[config.mk]
export PLATFORM = sky130hd
export DESIGN_NAME = nes_dma_bus
export DESIGN_NICKNAME = d
export VERILOG_FILES = /design/src/design/nes_bus_pkg.sv /design/src/design/nes_dma_bus.sv /design/src/design/nes_read_return.sv /design/src/design/nes_bus_decoder.sv /design/src/design/oam_dmc_dma.sv /design/src/design/nes_clock_divider.sv
export SDC_FILE = /design/constraint.sdc
export NUM_CORES = 1
export LEC_CHECK = 0
export ABC_AREA = 1
export BUFFER_PORTS_ARGS = -buffer_cell sky130_fd_sc_hd__clkbuf_2
export CORE_ASPECT_RATIO = 0.75
export CORE_MARGIN = 2
export CORE_UTILIZATION = 51
export CTS_CLUSTER_SIZE = 8
export DETAILED_ROUTE_END_ITERATION = 8
export PLACE_DENSITY_LB_ADDON = 0.3
export SYNTH_ARGS = -nofsm -noshare
export SYNTH_HDL_FRONTEND = slang
export SYNTH_SLANG_ARGS = --single-unit
[constraint.sdc]
create_clock -name clk -period 3 [get_ports clk]
set_input_delay 0.6 -clock clk [delete_from_list [all_inputs] [get_ports clk]]
set_output_delay 0.6 -clock clk [all_outputs]
set_load 0.05 [all_outputs]
[src/design/nes_bus_pkg.sv]
// ==============================
// NES bus package
// Shared constants, bus cycle structs and state enums for the bus/DMA core
// ==============================
package nes_bus_pkg;

	// Master clock dividers
	localparam int cpu_div = 12; // Master clocks per CPU cycle
	localparam int ppu_div = 4;  // Master clocks per PPU cycle

	// Fixed register addresses
	localparam logic [15:0] oam_dma_addr    = 16'h4014; // Write starts sprite DMA
	localparam logic [15:0] oam_data_addr   = 16'h2004; // Sprite DMA destination
	localparam logic [15:0] joy1_addr       = 16'h4016;
	localparam logic [15:0] joy2_addr       = 16'h4017;
	localparam logic [15:0] apu_status_addr = 16'h4015;

	// Region bounds
	localparam logic [15:0] ppu_base = 16'h2000; // PPU registers, mirrored up to io_base
	localparam logic [15:0] io_base  = 16'h4000; // APU and joypad block
	localparam logic [15:0] io_end   = 16'h4018; // First address past the IO block

	localparam int joy_bits = 5; // Joypad data width, rest of the byte is open bus

	// Request as the CPU presents it, held for a whole CPU cycle
	typedef struct packed {
		logic [15:0] addr;
		logic [7:0]  wdata;
		logic        rnw;   // 1 = read
	} cpu_req_t;

	// Bus cycle after CPU/DMA multiplexing
	typedef struct packed {
		logic [15:0] addr;
		logic [7:0]  data;     // Write data
		logic        rnw;
		logic        from_dma; // DMA owns this cycle
	} bus_cycle_t;

	typedef enum logic [1:0] {REGION_PRG = 2'd0, REGION_PPU = 2'd1, REGION_IO = 2'd2} region_t;

	// Bit 0 set means the CPU is paused, bit 1 set means DMA owns the bus
	typedef enum logic [1:0] {SPR_IDLE = 2'b00, SPR_WAIT = 2'b01, SPR_COPY = 2'b11} spr_state_t;

	typedef enum logic {DMC_IDLE = 1'b0, DMC_FETCH = 1'b1} dmc_state_t;

	// Clock divider outputs shared by every stage
	typedef struct packed {
		logic       cpu_ce;
		logic       ppu_ce;
		logic [1:0] ppu_tick;  // PPU ticks seen since the last cpu_ce
		logic       odd_cycle;
		logic       cart_slot; // First PPU tick of the CPU cycle
	} clk_phase_t;

endpackage
[src/design/nes_dma_bus.sv]
// ==============================
// NES bus and DMA core
// Clock divider, DMA mux, decoder and read return in one pipeline
// ==============================
`timescale 1ns/1ps

module nes_dma_bus (
	input  logic                             clk,
	input  logic                             reset,
	input  nes_bus_pkg::cpu_req_t            cpu,
	output logic                             cpu_ce,
	output logic [7:0]                       cpu_rdata,
	output logic                             pause_cpu,
	input  logic                             dmc_req,
	input  logic [15:0]                      dmc_addr,
	output logic                             dmc_ack,
	// Memory and PPU side
	output logic [15:0]                      mem_addr,
	output logic [7:0]                       mem_wdata,
	output logic                             prg_read,
	output logic                             prg_write,
	output logic                             ppu_read,
	output logic                             ppu_write,
	input  logic [7:0]                       prg_rdata,
	input  logic [7:0]                       ppu_rdata,
	input  logic [7:0]                       apu_status,
	// Joypads
	output logic [2:0]                       joypad_out,
	output logic [1:0]                       joypad_clock,
	input  logic [nes_bus_pkg::joy_bits-1:0] joypad1_data,
	input  logic [nes_bus_pkg::joy_bits-1:0] joypad2_data
);

	nes_bus_pkg::clk_phase_t phase;
	nes_bus_pkg::bus_cycle_t bus;
	nes_bus_pkg::region_t    region;

	assign cpu_ce = phase.cpu_ce;

	nes_clock_divider clock_divider_i (
		.clk   (clk),
		.reset (reset),
		.phase (phase)
	);

	oam_dmc_dma dma_i (
		.clk       (clk),
		.reset     (reset),
		.phase     (phase),
		.cpu       (cpu),
		.dmc_req   (dmc_req),
		.dmc_addr  (dmc_addr),
		.rdata     (cpu_rdata),   // Sprite latch fed from the returned byte
		.bus       (bus),
		.dmc_ack   (dmc_ack),
		.pause_cpu (pause_cpu)
	);

	nes_bus_decoder decoder_i (
		.clk          (clk),
		.reset        (reset),
		.phase        (phase),
		.bus          (bus),
		.region       (region),
		.mem_addr     (mem_addr),
		.mem_wdata    (mem_wdata),
		.prg_read     (prg_read),
		.prg_write    (prg_write),
		.ppu_read     (ppu_read),
		.ppu_write    (ppu_write),
		.joypad_out   (joypad_out),
		.joypad_clock (joypad_clock)
	);

	nes_read_return read_return_i (
		.clk          (clk),
		.reset        (reset),
		.bus          (bus),
		.region       (region),
		.prg_rdata    (prg_rdata),
		.ppu_rdata    (ppu_rdata),
		.apu_status   (apu_status),
		.joypad1_data (joypad1_data),
		.joypad2_data (joypad2_data),
		.rdata        (cpu_rdata)
	);

endmodule

[src/design/nes_read_return.sv]
// ==============================
// NES read data return
// Selects the byte for the CPU or DMA, falls back to open bus
// ==============================
`timescale 1ns/1ps

module nes_read_return (
	input  logic                                clk,
	input  logic                                reset,
	input  nes_bus_pkg::bus_cycle_t             bus,
	input  nes_bus_pkg::region_t                region,
	input  logic [7:0]                          prg_rdata,
	input  logic [7:0]                          ppu_rdata,
	input  logic [7:0]                          apu_status,
	input  logic [nes_bus_pkg::joy_bits-1:0]    joypad1_data,
	input  logic [nes_bus_pkg::joy_bits-1:0]    joypad2_data,
	output logic [7:0]                          rdata
);

	logic [7:0] open_bus; // Last value seen on the data bus

	always_ff @(posedge clk) begin
		open_bus <= rdata; // Samples every master clock
	end

	always_comb begin
		if (reset) begin
			rdata = 8'h00;
		end else begin
			case (region)
				nes_bus_pkg::REGION_PPU: rdata = ppu_rdata;
				nes_bus_pkg::REGION_PRG: rdata = prg_rdata;
				default: begin
					// Pads drive only the low bits, the rest floats
					if (bus.addr == nes_bus_pkg::joy1_addr)
						rdata = {open_bus[7:nes_bus_pkg::joy_bits], joypad1_data};
					else if (bus.addr == nes_bus_pkg::joy2_addr)
						rdata = {open_bus[7:nes_bus_pkg::joy_bits], joypad2_data};
					else if (bus.addr == nes_bus_pkg::apu_status_addr)
						rdata = apu_status;
					else
						rdata = open_bus; // Write only APU registers
				end
			endcase
		end
	end

endmodule

[src/design/nes_bus_decoder.sv]
// ==============================
// NES bus decoder
// Region decode, slot timed memory and PPU strobes, joypad port
// ==============================
`timescale 1ns/1ps

module nes_bus_decoder (
	input  logic                    clk,
	input  logic                    reset,
	input  nes_bus_pkg::clk_phase_t phase,
	input  nes_bus_pkg::bus_cycle_t bus,
	output nes_bus_pkg::region_t    region,
	output logic [15:0]             mem_addr,
	output logic [7:0]              mem_wdata,
	output logic                    prg_read,
	output logic                    prg_write,
	output logic                    ppu_read,
	output logic                    ppu_write,
	output logic [2:0]              joypad_out,   // Bit 0 strobes the pads
	output logic [1:0]              joypad_clock  // One bit per pad
);

	logic joy1_sel;
	logic joy2_sel;
	logic ppu_rd_slot; // Second PPU tick, the PPU needs one tick to turn data around

	// Internal RAM and the cartridge both answer on the PRG port
	always_comb begin
		if (bus.addr >= nes_bus_pkg::io_base && bus.addr < nes_bus_pkg::io_end)
			region = nes_bus_pkg::REGION_IO;
		else if (bus.addr >= nes_bus_pkg::ppu_base && bus.addr < nes_bus_pkg::io_base)
			region = nes_bus_pkg::REGION_PPU;
		else
			region = nes_bus_pkg::REGION_PRG;
	end

	assign mem_addr  = bus.addr;
	assign mem_wdata = bus.data;

	assign ppu_rd_slot = phase.ppu_ce && (phase.ppu_tick == 2'd1);

	// One pulse per CPU cycle, each on its own PPU tick
	assign prg_read  = (region == nes_bus_pkg::REGION_PRG) && bus.rnw && phase.cart_slot;
	assign prg_write = (region == nes_bus_pkg::REGION_PRG) && !bus.rnw && phase.cart_slot;
	assign ppu_read  = (region == nes_bus_pkg::REGION_PPU) && bus.rnw && ppu_rd_slot;
	assign ppu_write = (region == nes_bus_pkg::REGION_PPU) && !bus.rnw && phase.cart_slot;

	// Joypads sit inside the IO block
	assign joy1_sel = (bus.addr == nes_bus_pkg::joy1_addr);
	assign joy2_sel = (bus.addr == nes_bus_pkg::joy2_addr);

	assign joypad_clock = {phase.cpu_ce && bus.rnw && joy2_sel,
	                       phase.cpu_ce && bus.rnw && joy1_sel};

	always_ff @(posedge clk) begin
		if (reset)
			joypad_out <= 3'd0;
		else if (phase.cpu_ce && !bus.rnw && joy1_sel)
			joypad_out <= bus.data[2:0]; // Held until the next $4016 write
	end

endmodule

[src/design/oam_dmc_dma.sv]
// ==============================
// Sprite and DMC DMA controller
// OAM copy from $4014, DMC sample fetch and the CPU/DMA bus multiplexer
// ==============================
`timescale 1ns/1ps

module oam_dmc_dma (
	input  logic                    clk,
	input  logic                    reset,
	input  nes_bus_pkg::clk_phase_t phase,
	input  nes_bus_pkg::cpu_req_t   cpu,
	input  logic                    dmc_req,   // Sample fetch wanted by the APU
	input  logic [15:0]             dmc_addr,
	input  logic [7:0]              rdata,     // Returned byte, valid on cpu_ce
	output nes_bus_pkg::bus_cycle_t bus,
	output logic                    dmc_ack,
	output logic                    pause_cpu
);

	nes_bus_pkg::spr_state_t spr_state;
	nes_bus_pkg::dmc_state_t dmc_state;
	logic [15:0] spr_addr;   // Source address, page latched from the $4014 write
	logic [7:0]  spr_data;   // Byte read on the even cycle, written on the odd one
	logic [8:0]  spr_next;   // Low address byte plus one, carry marks the end
	logic        even_cycle;
	logic        dma_owns;
	logic        cpu_read;
	logic        spr_trigger;

	assign even_cycle = ~phase.odd_cycle;
	assign spr_next   = {1'b0, spr_addr[7:0]} + 9'd1;

	// Sprite DMA halts the CPU from trigger to last write; a DMC request halts it at once
	assign pause_cpu = (spr_state != nes_bus_pkg::SPR_IDLE) || dmc_req;
	assign dmc_ack   = (dmc_state == nes_bus_pkg::DMC_FETCH) && even_cycle;
	assign dma_owns  = dmc_ack || (spr_state == nes_bus_pkg::SPR_COPY);

	// A halted CPU only performs dummy reads of its held address
	assign cpu_read    = cpu.rnw || pause_cpu;
	assign spr_trigger = !dma_owns && !cpu_read && (cpu.addr == nes_bus_pkg::oam_dma_addr);

	always_ff @(posedge clk) begin
		if (reset) begin
			spr_state <= nes_bus_pkg::SPR_IDLE;
			dmc_state <= nes_bus_pkg::DMC_IDLE;
		end else if (phase.cpu_ce) begin
			// DMC is armed on an even cycle and reads on the next even one
			case (dmc_state)
				nes_bus_pkg::DMC_IDLE:
					if (dmc_req && cpu_read && even_cycle)
						dmc_state <= nes_bus_pkg::DMC_FETCH;
				nes_bus_pkg::DMC_FETCH:
					if (even_cycle)
						dmc_state <= nes_bus_pkg::DMC_IDLE;
				default: dmc_state <= nes_bus_pkg::DMC_IDLE;
			endcase

			if (spr_trigger) begin
				spr_state <= nes_bus_pkg::SPR_WAIT; // 1 or 2 cycles until an even read slot
			end else begin
				case (spr_state)
					nes_bus_pkg::SPR_WAIT:
						if (phase.odd_cycle)
							spr_state <= nes_bus_pkg::SPR_COPY;
					nes_bus_pkg::SPR_COPY:
						if (dmc_ack)
							spr_state <= nes_bus_pkg::SPR_WAIT; // Stolen read, odd cycle idles
						else if (phase.odd_cycle && spr_next[8])
							spr_state <= nes_bus_pkg::SPR_IDLE; // 256th write done
					default: ;
				endcase
			end
		end
	end

	always_ff @(posedge clk) begin
		if (phase.cpu_ce) begin
			if (spr_trigger)
				spr_addr <= {cpu.wdata, 8'h00};
			else if (spr_state == nes_bus_pkg::SPR_COPY && phase.odd_cycle)
				spr_addr[7:0] <= spr_next[7:0]; // Step after each write
			if (spr_state == nes_bus_pkg::SPR_COPY && even_cycle && !dmc_ack)
				spr_data <= rdata; // Only a sprite read fills the latch
		end
	end

	always_comb begin
		if (dma_owns) begin
			if (dmc_ack)
				bus.addr = dmc_addr;
			else if (even_cycle)
				bus.addr = spr_addr;
			else
				bus.addr = nes_bus_pkg::oam_data_addr;
			bus.data     = spr_data;
			bus.rnw      = even_cycle; // Reads even, writes odd
			bus.from_dma = 1'b1;
		end else begin
			bus.addr     = cpu.addr;
			bus.data     = cpu.wdata;
			bus.rnw      = cpu_read;
			bus.from_dma = 1'b0;
		end
	end

endmodule

[src/design/nes_clock_divider.sv]
// ==============================
// NES master clock divider
// CPU and PPU clock enables, PPU tick phase and APU odd/even cycle
// ==============================
`timescale 1ns/1ps

module nes_clock_divider (
	input  logic                    clk,
	input  logic                    reset,
	output nes_bus_pkg::clk_phase_t phase
);

	// Cyc  123456789ABC
	// CPU  -----------C
	// PPU  ---P---P---P
	logic [3:0] cpu_cnt;
	logic [1:0] ppu_cnt;
	logic [1:0] ppu_tick;
	logic       odd_cycle;
	logic       cpu_ce;
	logic       ppu_ce;
	logic       cart_slot;

	assign cpu_ce    = (cpu_cnt == 4'(nes_bus_pkg::cpu_div - 1)); // Last master clock of CPU cycle
	assign ppu_ce    = (ppu_cnt == 2'(nes_bus_pkg::ppu_div - 1));
	assign cart_slot = ppu_ce && (ppu_tick == 2'd0); // Cart sees CPU data from here on

	always_ff @(posedge clk) begin
		if (reset) begin
			cpu_cnt   <= '0;
			ppu_cnt   <= '0;
			ppu_tick  <= '0;
			odd_cycle <= 1'b1; // First cycle out of reset counts as odd
		end else begin
			cpu_cnt <= cpu_ce ? 4'd0 : cpu_cnt + 4'd1;
			ppu_cnt <= ppu_ce ? 2'd0 : ppu_cnt + 2'd1;

			// Restart the tick count at each CPU cycle boundary,
			// cpu_ce shares its clock with the third ppu_ce
			if (cpu_ce)
				ppu_tick <= 2'd0;
			else if (ppu_ce)
				ppu_tick <= ppu_tick + 2'd1;

			if (cpu_ce)
				odd_cycle <= ~odd_cycle; // APU get/put alternation
		end
	end

	assign phase = '{
		cpu_ce:    cpu_ce,
		ppu_ce:    ppu_ce,
		ppu_tick:  ppu_tick,
		odd_cycle: odd_cycle,
		cart_slot: cart_slot
	};

endmodule

==> summary.txt, run 1 <==
Outcome
  – Status: finished, violations left
  – Failing checks: setup timing

Synth
  – Sequential element share of the synthesized area: 34.0%
  – Top cells by area, synth: edfxtp_1 21%, dfxtp_1 13%, nand2_1 13%, inv_1 8.5%, nand3_1 8.1%
  – Yosys reg bits: 47
  – Mapped Nets: 572
  – EDFF count, synth: 24
  – Xor-xnor portion of the synthesized cell area: less than 1%
  – Largest family of logic cells by synthesized area: simple AND/OR/NAND/NOR gates
  – Syn Area/Cell: approximately 7.1 um^2
  – Synth cell count leaders: 117 x nand2_1, 79 x inv_1, 56 x nand3_1, 52 x nor2_1, 24 x edfxtp_1
  – Yosys cell types: 41
  – Synth Instances: approximately 490
  – Post-synth ARST share: 0%
  – Yosys top cell by area: edfxtp_1
  – Adder-Cell Fraction of Synth Area: approximately 1.8%
  – Synthesized cell area: approximately 3500 um^2
  – Predominant post-synthesis flop cell: edfxtp_1
  – Count leader, synth: nand2_1
  – Compound-Gate Fraction of Synth Area: roughly 7.6%
  – Multiplexer share of the synthesized area: 0%
  – Post-Synth Simple-Gate Area: a little over two fifths
  – Yosys warnings: 0
  – Yosys top cell area share: about a fifth

Layout
  – Layout cells sized above 1: 43.9%
  – Final nets: about 740
  – Diodes inserted: 0
  – Syn-to-layout area delta: 51.5%
  – Post-Layout Cell Count: between 700 and 800

Timing
  – Slew Limit Fails: 0
  – Endpoints failing setup: 10
  – Worst relative slew slack: between 50% and 60%
  – Upper clock frequency limit: approximately 310 MHz
  – Worst Max-Slew Pin Slew: 734 ps
  – Final WS setup: -183 ps
  – Final Hold Viols: 0
  – Worst Clk Skew: ~13 ps
  – Setup_tns: -769 ps
  – Unrepaired setup endpoints after global routing: true
  – Final period utilization: 106%
  – Fin crit period: 3180 ps

GRT
  – Grt total ovfl: 0
  – Initial antenna violation count: 0
  – Largest net degree at the start of global routing: 20
  – Vias in the first global route: approximately 3.4k
  – First-pass GRT wire length: ~16 mm
  – GR Util All Layers: 27.5%

Power and ir drop
  – Reg power frac: a little under half
  – Maximum vdd drop: 0.282 mV
  – Comb power frac: between 20 and 30%
  – Leakage: around 2.7 nW
  – PwrDens: between 200 and 300 nW/um^2
  – Switching Share: about a third
  – Clk network pwr share: between 20% and 30%
  – Int Power: 0.000989 W
  – P_sw: roughly 0.00047 W

Worst setup path
  – Worst setup EP type: output port
  – Arr. time, crit path: approximately 2600 ps
  – Critical path class: reg2out
  – Worst Path Required: between 2000 and 2500 ps
  – Reg-to-reg slack, setup: 440 ps
  – Type of origin of the critical path: register
  – Worst Path Max Fanout: 13

Route
  – Final WL: 12.7 mm
  – Vias: around 4.2k
  – Post-DR vias/cell: between 5 and 6
  – Antenna Nets Post-Route: 0
  – DR pass1 iterations: 5
  – Post-DR wirelength/cell: 17.2 um
  – Drc violations: 0
  – Initial DRC Count: between 300 and 400

Place
  – Final HPWL DP: ~8.2 mm
  – Global placement routability congestion: 1.03
  – Port-buffer cells: between 100 and 150
  – DP Cell Count: roughly 700
  – Dpl ws: about 32 ps

CTS
  – Worst skew pair latency: 300 ps
  – Clock sink count: 47
  – Num CTS Buffers: 5
  – Clock slew seen by the registers of the worst setup and hold paths: around 90 ps
  – CTS root buffer: clkbuf_8
  – CTS tree: yes
  – Hold Buf Count CTS: 0
  – Htree depth: 2
  – Bufs on Longest Clock Path: 2

Floorplan
  – Initial core utilization: between 50% and 60%
  – FP Rows: 26
  – Core Area: roughly 6700 um^2
  – Die Ht: approximately 75 um
  – Die extent in x: 99.3 um
  – Ports: ~120
  – Area of the die: approximately 7500 um^2

Run
  – Total of max-cap violations: 0

Worst hold path
  – Hold Crit Class: reg2reg
## area by class of cell
class / count / area [um^2]
multi-input cells: 345 / 2260
fillers: 434 / 1440
repair buffers: 169 / 1280
flip-flops and latches: 47 / 1190
inverters: 86 / 343
well taps: 84 / 105
clock buffers: 5 / 68.8
clock inverters: 2 / 8.76
## registers in the layout, indices dropped and copies added (netlist names)
name	cells
dma_i.spr_addr	16
dma_i.dmc_state	1
dma_i.spr_data	8
clock_divider_i.ppu_cnt	2
dma_i.spr_state	2
clock_divider_i.odd_cycle	1
decoder_i.joypad_out	3
read_return_i.open_bus	8
clock_divider_i.ppu_tick	2
clock_divider_i.cpu_cnt	4
## cells by family (layout without fill, tap and decap cells)
family,count (synthesis),after routing
buffers and inverters,100,262
AO/OA/AOI/OAI,39,39
XOR/XNOR,2,2
adder cells (fa/ha/maj),5,5
flip-flops,47,47
AND/OR/NAND/NOR,296,299
## layer usage
layer,up-vias,track usage (%),share of wire [%]
li1,1913,-,-
met3,73,5.96,11
met2,309,42.3,44
met1,1914,39.2,40
met4,0,8.37,4.6
met5,-,0,0
## final timing paths
path / startpoint / to / cells after the start
min: clock_divider_i.ppu_cnt[0]$_SDFF_PP0_ / clock_divider_i.ppu_cnt[0]$_SDFF_PP0_ / 1
max: dma_i.spr_state[0]$_SDFFE_PP0P_ / cpu_rdata[4] / 14
max reg2reg: dma_i.spr_state[0]$_SDFFE_PP0P_ / dma_i.spr_data[4]$_DFFE_PP_ / 15
min reg2reg: clock_divider_i.ppu_cnt[0]$_SDFF_PP0_ / clock_divider_i.ppu_cnt[0]$_SDFF_PP0_ / 1
## timing repair
| item | in CTS | in global routing |
|---|---|---|
| endpoints found under the setup margin | 12 | 12 |
| setup buffers | 16 | 15 |
| pin swaps | 13 | 25 |
| gates cloned | 2 | 2 |
| gates resized for setup | 35 | 64 |
## cells in the final DEF, fill, tap and decap left out, types with 3 or more instances in the layout
cell,Yosys,layout
clkbuf_2,0,107
nand2_1,117,101
inv_1,79,76
nor2_1,52,44
nand3_1,56,41
buf_4,1,36
edfxtp_1,24,24
nand3_2,15,22
dfxtp_1,23,19
nand2_2,4,17
buf_12,0,17
nor2_4,4,12
nand4_1,10,10
nand3b_1,9,9
o211ai_1,9,9
a21oi_1,12,9
nand3_4,0,8
nor2_2,7,8
nand2_4,5,8
a21oi_4,0,8
inv_2,6,6
o2111ai_1,5,5
ha_1,5,5
clkbuf_8,0,5
buf_8,1,5
nor3_1,7,4
dfxtp_4,0,3
buf_6,6,3
## power groups by stage
stage,Clock (W),Sequential (W),Combinational (W)
floorplan,0,0.000707,0.000214
CTS,0.000366,0.000692,0.000365
global route,0.000388,0.000693,0.000427
detailed placement,0,0.000708,0.000344
global placement,0,0.000708,0.000339
finish,0.000357,0.000691,0.000406
## critical path, stage by stage, from the launching register on
cell,delay [ps]
dfxtp_4,400
nand2_8,110
buf_4,190
nand3b_1,120
nand3_2,150
nor2_4,200
nand2_2,130
nor2_8,160
nand2_4,80
nand2_1,70
nand2_1,70
nand2_1,130
nand2_2,110
a21oi_4,190
buf_8,160
## metrics by stage
step                      util, %  hold slack (ps)  power, W  instance area, um^2
final                        78.5              428   0.00145                 5260
after global routing         78.5              458   0.00151                 5260
after CTS                    72.2              427   0.00142                 4840
after detailed placement     66.4              413   0.00105                 4450
after global placement       66.4              406   0.00105                 4450
after floorplan                 -              398  0.000921                 3570
(Power assumes the default switching activity.)
==> run 2, diff against run 1 <==
--- a/config.mk
+++ b/config.mk
@@ -9,10 +9,11 @@
 export BUFFER_PORTS_ARGS = -buffer_cell sky130_fd_sc_hd__clkbuf_2
 export CORE_ASPECT_RATIO = 0.75
 export CORE_MARGIN = 2
-export CORE_UTILIZATION = 51
+export CORE_UTILIZATION = 47
+export CTS_BUF_LIST = sky130_fd_sc_hd__clkbuf_8
 export CTS_CLUSTER_SIZE = 8
 export DETAILED_ROUTE_END_ITERATION = 8
-export PLACE_DENSITY_LB_ADDON = 0.3
+export PLACE_DENSITY = 0.89
 export SYNTH_ARGS = -nofsm -noshare
 export SYNTH_HDL_FRONTEND = slang
 export SYNTH_SLANG_ARGS = --single-unit
==> constraint.sdc (replaced) <==
create_clock -name clk -period 2.9 [get_ports clk]
set_input_delay 0.58 -clock clk [delete_from_list [all_inputs] [get_ports clk]]
set_output_delay 0.58 -clock clk [all_outputs]
set_load 0.05 [all_outputs]
==> run 2 against run 1 <==
Against the previous run:
- the run still ends with setup timing left
- count of clock-buffer cells in the layout is 1 higher
- combinational power is 9.6% higher
- register-to-register slack worse by 190 ps
- first-iteration DRC count is 17% higher
- non-clock buffer count is 6 higher
- critical endpoint is now cpu_rdata[7]
==> summary.txt, run 2 (synthesis results as in run 1) <==
Outcome
  – Status: finished, violations left
  – Failing checks: setup timing

Worst setup path
  – Critical-path top delay cell: dfxtp_4
  – Worst-path cell chain: buf_4, nand2_4, nand3_1, nand3_4, nor2_4, nand2_2, nor2_4, buf_6, nand3b_4, o21ai_2, inv_2, a21oi_4, buf_12
  – Critical path class: reg2out
  – Type of origin of the critical path: register
  – Arr. time, crit path: roughly 2600 ps
  – CP most frequent cell: nor2_4
  – Critical Path Max Stage Delay: around 440 ps
  – Worst setup EP type: output port
  – Worst Path Max Fanout: 5
  – Worst Path Required: ~2300 ps

CTS
  – CTS root buffer: clkbuf_8
  – CTS tree: yes
  – Clock slew seen by the registers of the worst setup and hold paths: around 90 ps
  – Worst skew pair latency: approximately 300 ps
  – Clock sink count: 47
  – Htree depth: 2
  – Bufs on Longest Clock Path: 2
  – Num CTS Buffers: 5

Layout
  – Final Cell Area: 5520 um^2
  – Layout cells sized above 1: 47.6%
  – Filler Cells Inserted: ~460
  – Largest regs: dma_i.spr_addr x16, dma_i.spr_data x8, read_return_i.open_bus x8
  – Most frequent cells in the layout: 107 x clkbuf_2, 87 x nand2_1, 74 x inv_1
  – Largest Register: dma_i.spr_addr
  – Final nets: 741
  – Most common cell after layout, fill and taps aside: clkbuf_2
  – Diodes inserted: 0
  – Syn-to-layout area delta: 58.8%
  – Storage cell area: about 1200 um^2
  – Multi-input gate area: between 2000 and 2500 um^2
  – Max reg flops: 16
  – Util after Layout: about three quarters
  – Post-Layout Cell Count: 760

GRT
  – Initial antenna violation count: 0
  – Vias in the first global route: approximately 4.1k
  – Grt total ovfl: 0
  – GR Util All Layers: a little under a third
  – Busiest grt layer: met2
  – GR Util met1: approximately two fifths
  – Met2 GRT Util: about half
  – First-pass GRT wire length: approximately 20 mm
  – GR Layer Usage met3: under 10%
  – Largest net degree at the start of global routing: 20

Power and ir drop
  – Reg power frac: roughly 46%
  – PwrDens: around 280 nW/um^2
  – Comb power frac: between 20 and 30%
  – Leakage: roughly 2.8 nW
  – Maximum vdd drop: between 0.2 and 0.25 mV
  – P_sw: 0.000501 W
  – Int Power: between 0.001 and 0.0015 W
  – Switching Share: approximately a third
  – Clk network pwr share: 25.8%

Timing
  – Fin crit period: roughly 3200 ps
  – Final period utilization: 110%
  – Endpoints failing setup: 12
  – Upper clock frequency limit: ~310 MHz
  – Slew Limit Fails: 0
  – Worst relative slew slack: a little under three fifths
  – Final WS setup: -294 ps
  – Final Hold Viols: 0
  – Unrepaired setup endpoints after global routing: true
  – Worst Max-Slew Pin Slew: 638 ps
  – Worst Clk Skew: between 10 and 15 ps
  – Setup_tns: -3100 ps

Route
  – Post-DR vias/cell: between 5 and 6
  – Final WL: 14.2 mm
  – Initial DRC Count: between 400 and 500
  – Vias: roughly 4.4k
  – DR pass1 iterations: 5
  – Drc violations: 0
  – Post-DR wirelength/cell: around 19 um
  – Antenna Nets Post-Route: 0

Place
  – DP Area: 4590 um^2
  – Final HPWL DP: 9.01 mm
  – Global placement routability congestion: slightly above 1
  – Port-buffer cells: 121
  – DP Cell Count: roughly 720
  – Dpl ws: -103 ps

Run
  – Total of max-cap violations: 0

Floorplan
  – Die Ht: just under 80 um
  – FP Rows: 27
  – Initial core utilization: between 40% and 50%
  – Die extent in x: between 100 and 150 um
  – Ports: around 120
  – Core Area: 7260 um^2
  – Area of the die: 8100 um^2

Worst hold path
  – Hold Crit Class: reg2reg
## run 2: power groups by stage
stage	Sequential, W	Combinational [W]	Clock (W)
floorplan	0.000731	0.000227	0
global placement	0.000732	0.000359	0
detailed placement	0.000733	0.000368	0
CTS	0.000716	0.000405	0.000407
global route	0.000717	0.000466	0.000432
finish	0.000716	0.000445	0.000402
## run 2: timing repair
| action | in CTS | in global routing |
|---|---|---|
| buffers inserted | 20 | 13 |
| setup endpoints to repair | 13 | 14 |
| hold buffers | 0 | 0 |
| endpoints found under the hold margin | 0 | 0 |
| cloned | 3 | 2 |
| resized for setup | 84 | 52 |
| pin swaps | 21 | 30 |
## run 2: worst paths after layout
check	slack, ps	startpoint	cells after the start	end
setup / recovery	-290	dma_i.dmc_state$_SDFFE_PP0P_	13	cpu_rdata[7]
hold / removal	420	clock_divider_i.ppu_cnt[0]$_SDFF_PP0_	1	clock_divider_i.ppu_cnt[0]$_SDFF_PP0_
setup reg to reg	250	dma_i.dmc_state$_SDFFE_PP0P_	14	dma_i.spr_data[4]$_DFFE_PP_
hold reg to reg	420	clock_divider_i.ppu_cnt[0]$_SDFF_PP0_	1	clock_divider_i.ppu_cnt[0]$_SDFF_PP0_
## run 2: cell type report
type	count	share of cell area, %
flip-flops and latches	47	21.6
inverters	86	6.26
clock inverters	2	0.159
multi-input cells	343	44.1
repair buffers	175	24.1
clock buffers	6	1.50
well taps	101	2.29
## run 2: per-stage QoR
stage          hold slack [ps]  power [W]
2_1_floorplan              398   0.000958
3_3_place_gp               407    0.00109
3_5_place_dp               414    0.00110
4_1_cts                    425    0.00153
5_1_grt                    456    0.00162
6_report                   418    0.00156
## run 2: metal layers
| layer | wire (um) | share of wire [%] |
|---|---|---|
| met4 | 870 | 6.1 |
| met2 | 6440 | 45 |
| met3 | 1680 | 12 |
| met1 | 5240 | 37 |
| met5 | 0 | 0 |
## run 2: worst max-delay path, delay by kind of cell (launching register included)
family | cells | cell delay (ps)
buf+inv | 4 | 500
simple gates | 7 | 1020
compound gates | 2 | 360
flops | 1 | 440
==> run 3, diff against run 2 <==
--- a/config.mk
+++ b/config.mk
@@ -8,7 +8,7 @@
 export ABC_AREA = 1
 export BUFFER_PORTS_ARGS = -buffer_cell sky130_fd_sc_hd__clkbuf_2
 export CORE_ASPECT_RATIO = 0.75
-export CORE_MARGIN = 2
+export CORE_MARGIN = 4
 export CORE_UTILIZATION = 47
 export CTS_BUF_LIST = sky130_fd_sc_hd__clkbuf_8
 export CTS_CLUSTER_SIZE = 8
==> run 3 against run 2 <==
Against the previous run:
- the run still ends with setup timing left
- die area rose by 9.2%
- critical path depth rose by 1
- critical endpoint is now cpu_rdata[6]
- sequential share of layout area increased by 0.31 points
- hold slack improved by 18 ps
- clock power up 39%
- core utilization increased by 1.8 points
- cell area decreased by 1.4%
- sequential power hardly changed
- power grew 8.9%
==> summary.txt, run 3 (synthesis results as in run 1) <==
Layout
  – Max reg flops: 16
  – Most frequent cells in the layout: 107 x clkbuf_2, 97 x nand2_1, 71 x inv_1
  – Diodes inserted: 0
  – Post-Layout Cell Count: 756
  – Final nets: 740
  – Syn-to-layout area delta: 56.6%
  – Largest regs: dma_i.spr_addr x16, dma_i.spr_data x8, read_return_i.open_bus x8
  – Most common cell after layout, fill and taps aside: clkbuf_2
  – Largest Register: dma_i.spr_addr
  – Filler Cells Inserted: between 400 and 500
  – Layout cells sized above 1: 46.7%

CTS
  – CTS tree: yes
  – CTS root buffer: clkbuf_8
  – Htree depth: 2
  – Clock sink count: 47
  – Bufs on Longest Clock Path: 2
  – Hold Buf Count CTS: 0
  – Worst skew pair latency: 300 ps
  – Num CTS Buffers: 5
  – Clock slew seen by the registers of the worst setup and hold paths: ~90 ps

Route
  – Post-DR vias/cell: around 5.8
  – Vias: about 4.3k
  – Post-DR wirelength/cell: between 15 and 20 um
  – Drc violations: 0
  – Antenna Nets Post-Route: 0
  – DR pass1 iterations: 6
  – Initial DRC Count: 495
  – Final WL: between 10 and 15 mm

Power and ir drop
  – Comb power frac: between 20% and 30%
  – Maximum vdd drop: 0.322 mV
  – Switching Share: 29.0%
  – Int Power: about 0.0012 W
  – Reg power frac: a little over two fifths
  – P_sw: ~0.00049 W
  – PwrDens: between 300 and 400 nW/um^2
  – Leakage: between 2 and 3 nW
  – Clk network pwr share: between 30% and 40%

Worst setup path
  – Critical Path Start: dma_i.dmc_state$_SDFFE_PP0P_
  – Type of origin of the critical path: register
  – Worst setup EP type: output port
  – Arr. time, crit path: around 2500 ps
  – Reg-to-reg slack, setup: 400 ps
  – Worst-path cell chain: inv_4, nor2_4, nand2_2, nand2_2, nor2_2, nor2_4, nand2_2, nor2_4, buf_12, nand3b_4, o21ai_2, inv_2, a21oi_4, buf_12
  – Worst R2R Path Depth: 15
  – End point of the critical path: cpu_rdata[6]
  – R2R Path End: dma_i.spr_data[2]$_DFFE_PP_
  – Critical path class: reg2out
  – Reg-to-Reg Start: dma_i.dmc_state$_SDFFE_PP0P_
  – Worst Path Required: 2320 ps
  – Critical Path Max Stage Delay: approximately 430 ps
  – Worst Path Max Fanout: 7
  – Critical-path top delay cell: dfxtp_4

Timing
  – Worst Max-Slew Pin Slew: between 700 and 800 ps
  – Fin crit period: ~3100 ps
  – Upper clock frequency limit: 320 MHz
  – Hold WS: between 400 and 500 ps
  – Slew Limit Fails: 0
  – Final period utilization: 108%
  – Final Hold Viols: 0
  – Worst Clk Skew: about 12 ps
  – Unrepaired setup endpoints after global routing: true
  – Endpoints failing setup: 11
  – Worst relative slew slack: between 50 and 60%
  – Final WS setup: -225 ps

Worst hold path
  – Hold Crit Class: reg2reg

Floorplan
  – Area of the die: a little under 9000 um^2
  – Initial core utilization: between 40% and 50%
  – FP Rows: 26
  – Ports: around 120
  – Core Area: approximately 7000 um^2
  – Die extent in x: 107 um
  – Die Ht: a little over 80 um

Place
  – Port-buffer cells: about 120
  – Dpl ws: -26.4 ps
  – Final HPWL DP: 9.09 mm
  – DP Cell Count: between 700 and 800
  – Global placement routability congestion: ~0.92

GRT
  – Initial antenna violation count: 0
  – Grt total ovfl: 0
  – Largest net degree at the start of global routing: 20
  – Vias in the first global route: between 4k and 5k
  – First-pass GRT wire length: ~20 mm
  – GR Util All Layers: 29.7%

Run
  – Total of max-cap violations: 0

Outcome
  – Status: finished, violations left
  – Failing checks: setup timing
==> run 3: timing repair <==
| action | 4_1_cts | 5_1_grt |
|---|---|---|
| setup endpoints to repair | 12 | 14 |
| cloned | 2 | 0 |
| buffers inserted | 22 | 7 |
| resized for setup | 79 | 40 |
| pin swaps | 31 | 23 |
==> run 3: power groups by stage <==
| stage | clock network, W | logic, W | registers [W] |
|---|---|---|---|
| 2_1_floorplan | 0 | 0.000227 | 0.000731 |
| 3_3_place_gp | 0 | 0.000363 | 0.000732 |
| 5_1_grt | 0.000589 | 0.000454 | 0.000718 |
| 4_1_cts | 0.000558 | 0.000401 | 0.000716 |
| 3_5_place_dp | 0 | 0.000367 | 0.000733 |
| 6_report | 0.000557 | 0.000429 | 0.000716 |
==> run 3: how the worst min path moves through the flow <==
stage / depth (start not counted) / end / slack, ps / start
floorplan: 1 / clock_divider_i.ppu_cnt[0]$_SDFF_PP0_ / 400 / clock_divider_i.ppu_cnt[0]$_SDFF_PP0_
global placement: 1 / clock_divider_i.ppu_cnt[0]$_SDFF_PP0_ / 410 / clock_divider_i.ppu_cnt[0]$_SDFF_PP0_
detailed placement: 1 / clock_divider_i.ppu_cnt[0]$_SDFF_PP0_ / 420 / clock_divider_i.ppu_cnt[0]$_SDFF_PP0_
CTS: 1 / clock_divider_i.ppu_cnt[0]$_SDFF_PP0_ / 440 / clock_divider_i.ppu_cnt[0]$_SDFF_PP0_
global route: 1 / clock_divider_i.ppu_cnt[0]$_SDFF_PP0_ / 460 / clock_divider_i.ppu_cnt[0]$_SDFF_PP0_
finish: 1 / clock_divider_i.ppu_cnt[0]$_SDFF_PP0_ / 440 / clock_divider_i.ppu_cnt[0]$_SDFF_PP0_
==> run 3: layout make-up <==
type	instances	area, um^2	area share, %
timing repair buffer	173	1270	23.4
tap	98	123	2.25
clock buffer	5	68.8	1.27
multi-input combinational	344	2370	43.6
sequential	47	1190	21.9
inverter	86	348	6.40
clock inverter	3	63.8	1.17
==> run 3: layer usage <==
metal / track usage [%] / vias to the layer above / wire, um / part of all wire (%)
met5: 0 / - / 0 / 0
met4: 13.2 / 0 / 935 / 6.6
met3: 9.25 / 98 / 1880 / 13
met2: 48.1 / 362 / 6130 / 43
met1: 36.8 / 1958 / 5300 / 37
li1: - / 1930 / - / -
==> run 3: per-stage QoR <==
stage                     setup TNS (ps)  total power [W]  utilization, %  area (um^2)
final                              -1770          0.00170            77.7         5440
after global routing               -2760          0.00176            77.7         5440
after CTS                           -385          0.00168            75.1         5250
after detailed placement           -44.4          0.00110            65.9         4610
after global placement                 0          0.00109            65.9         4610
after floorplan                     -502         0.000958               -         3630
==> run 3: critical path, delay by kind of cell, from the launching register on <==
family / cells / cell delay [ps]
and+or+nand+nor: 8 / 1030
DFF: 1 / 430
AOI/OAI and AO/OA: 2 / 350
buffers and inverters: 4 / 430
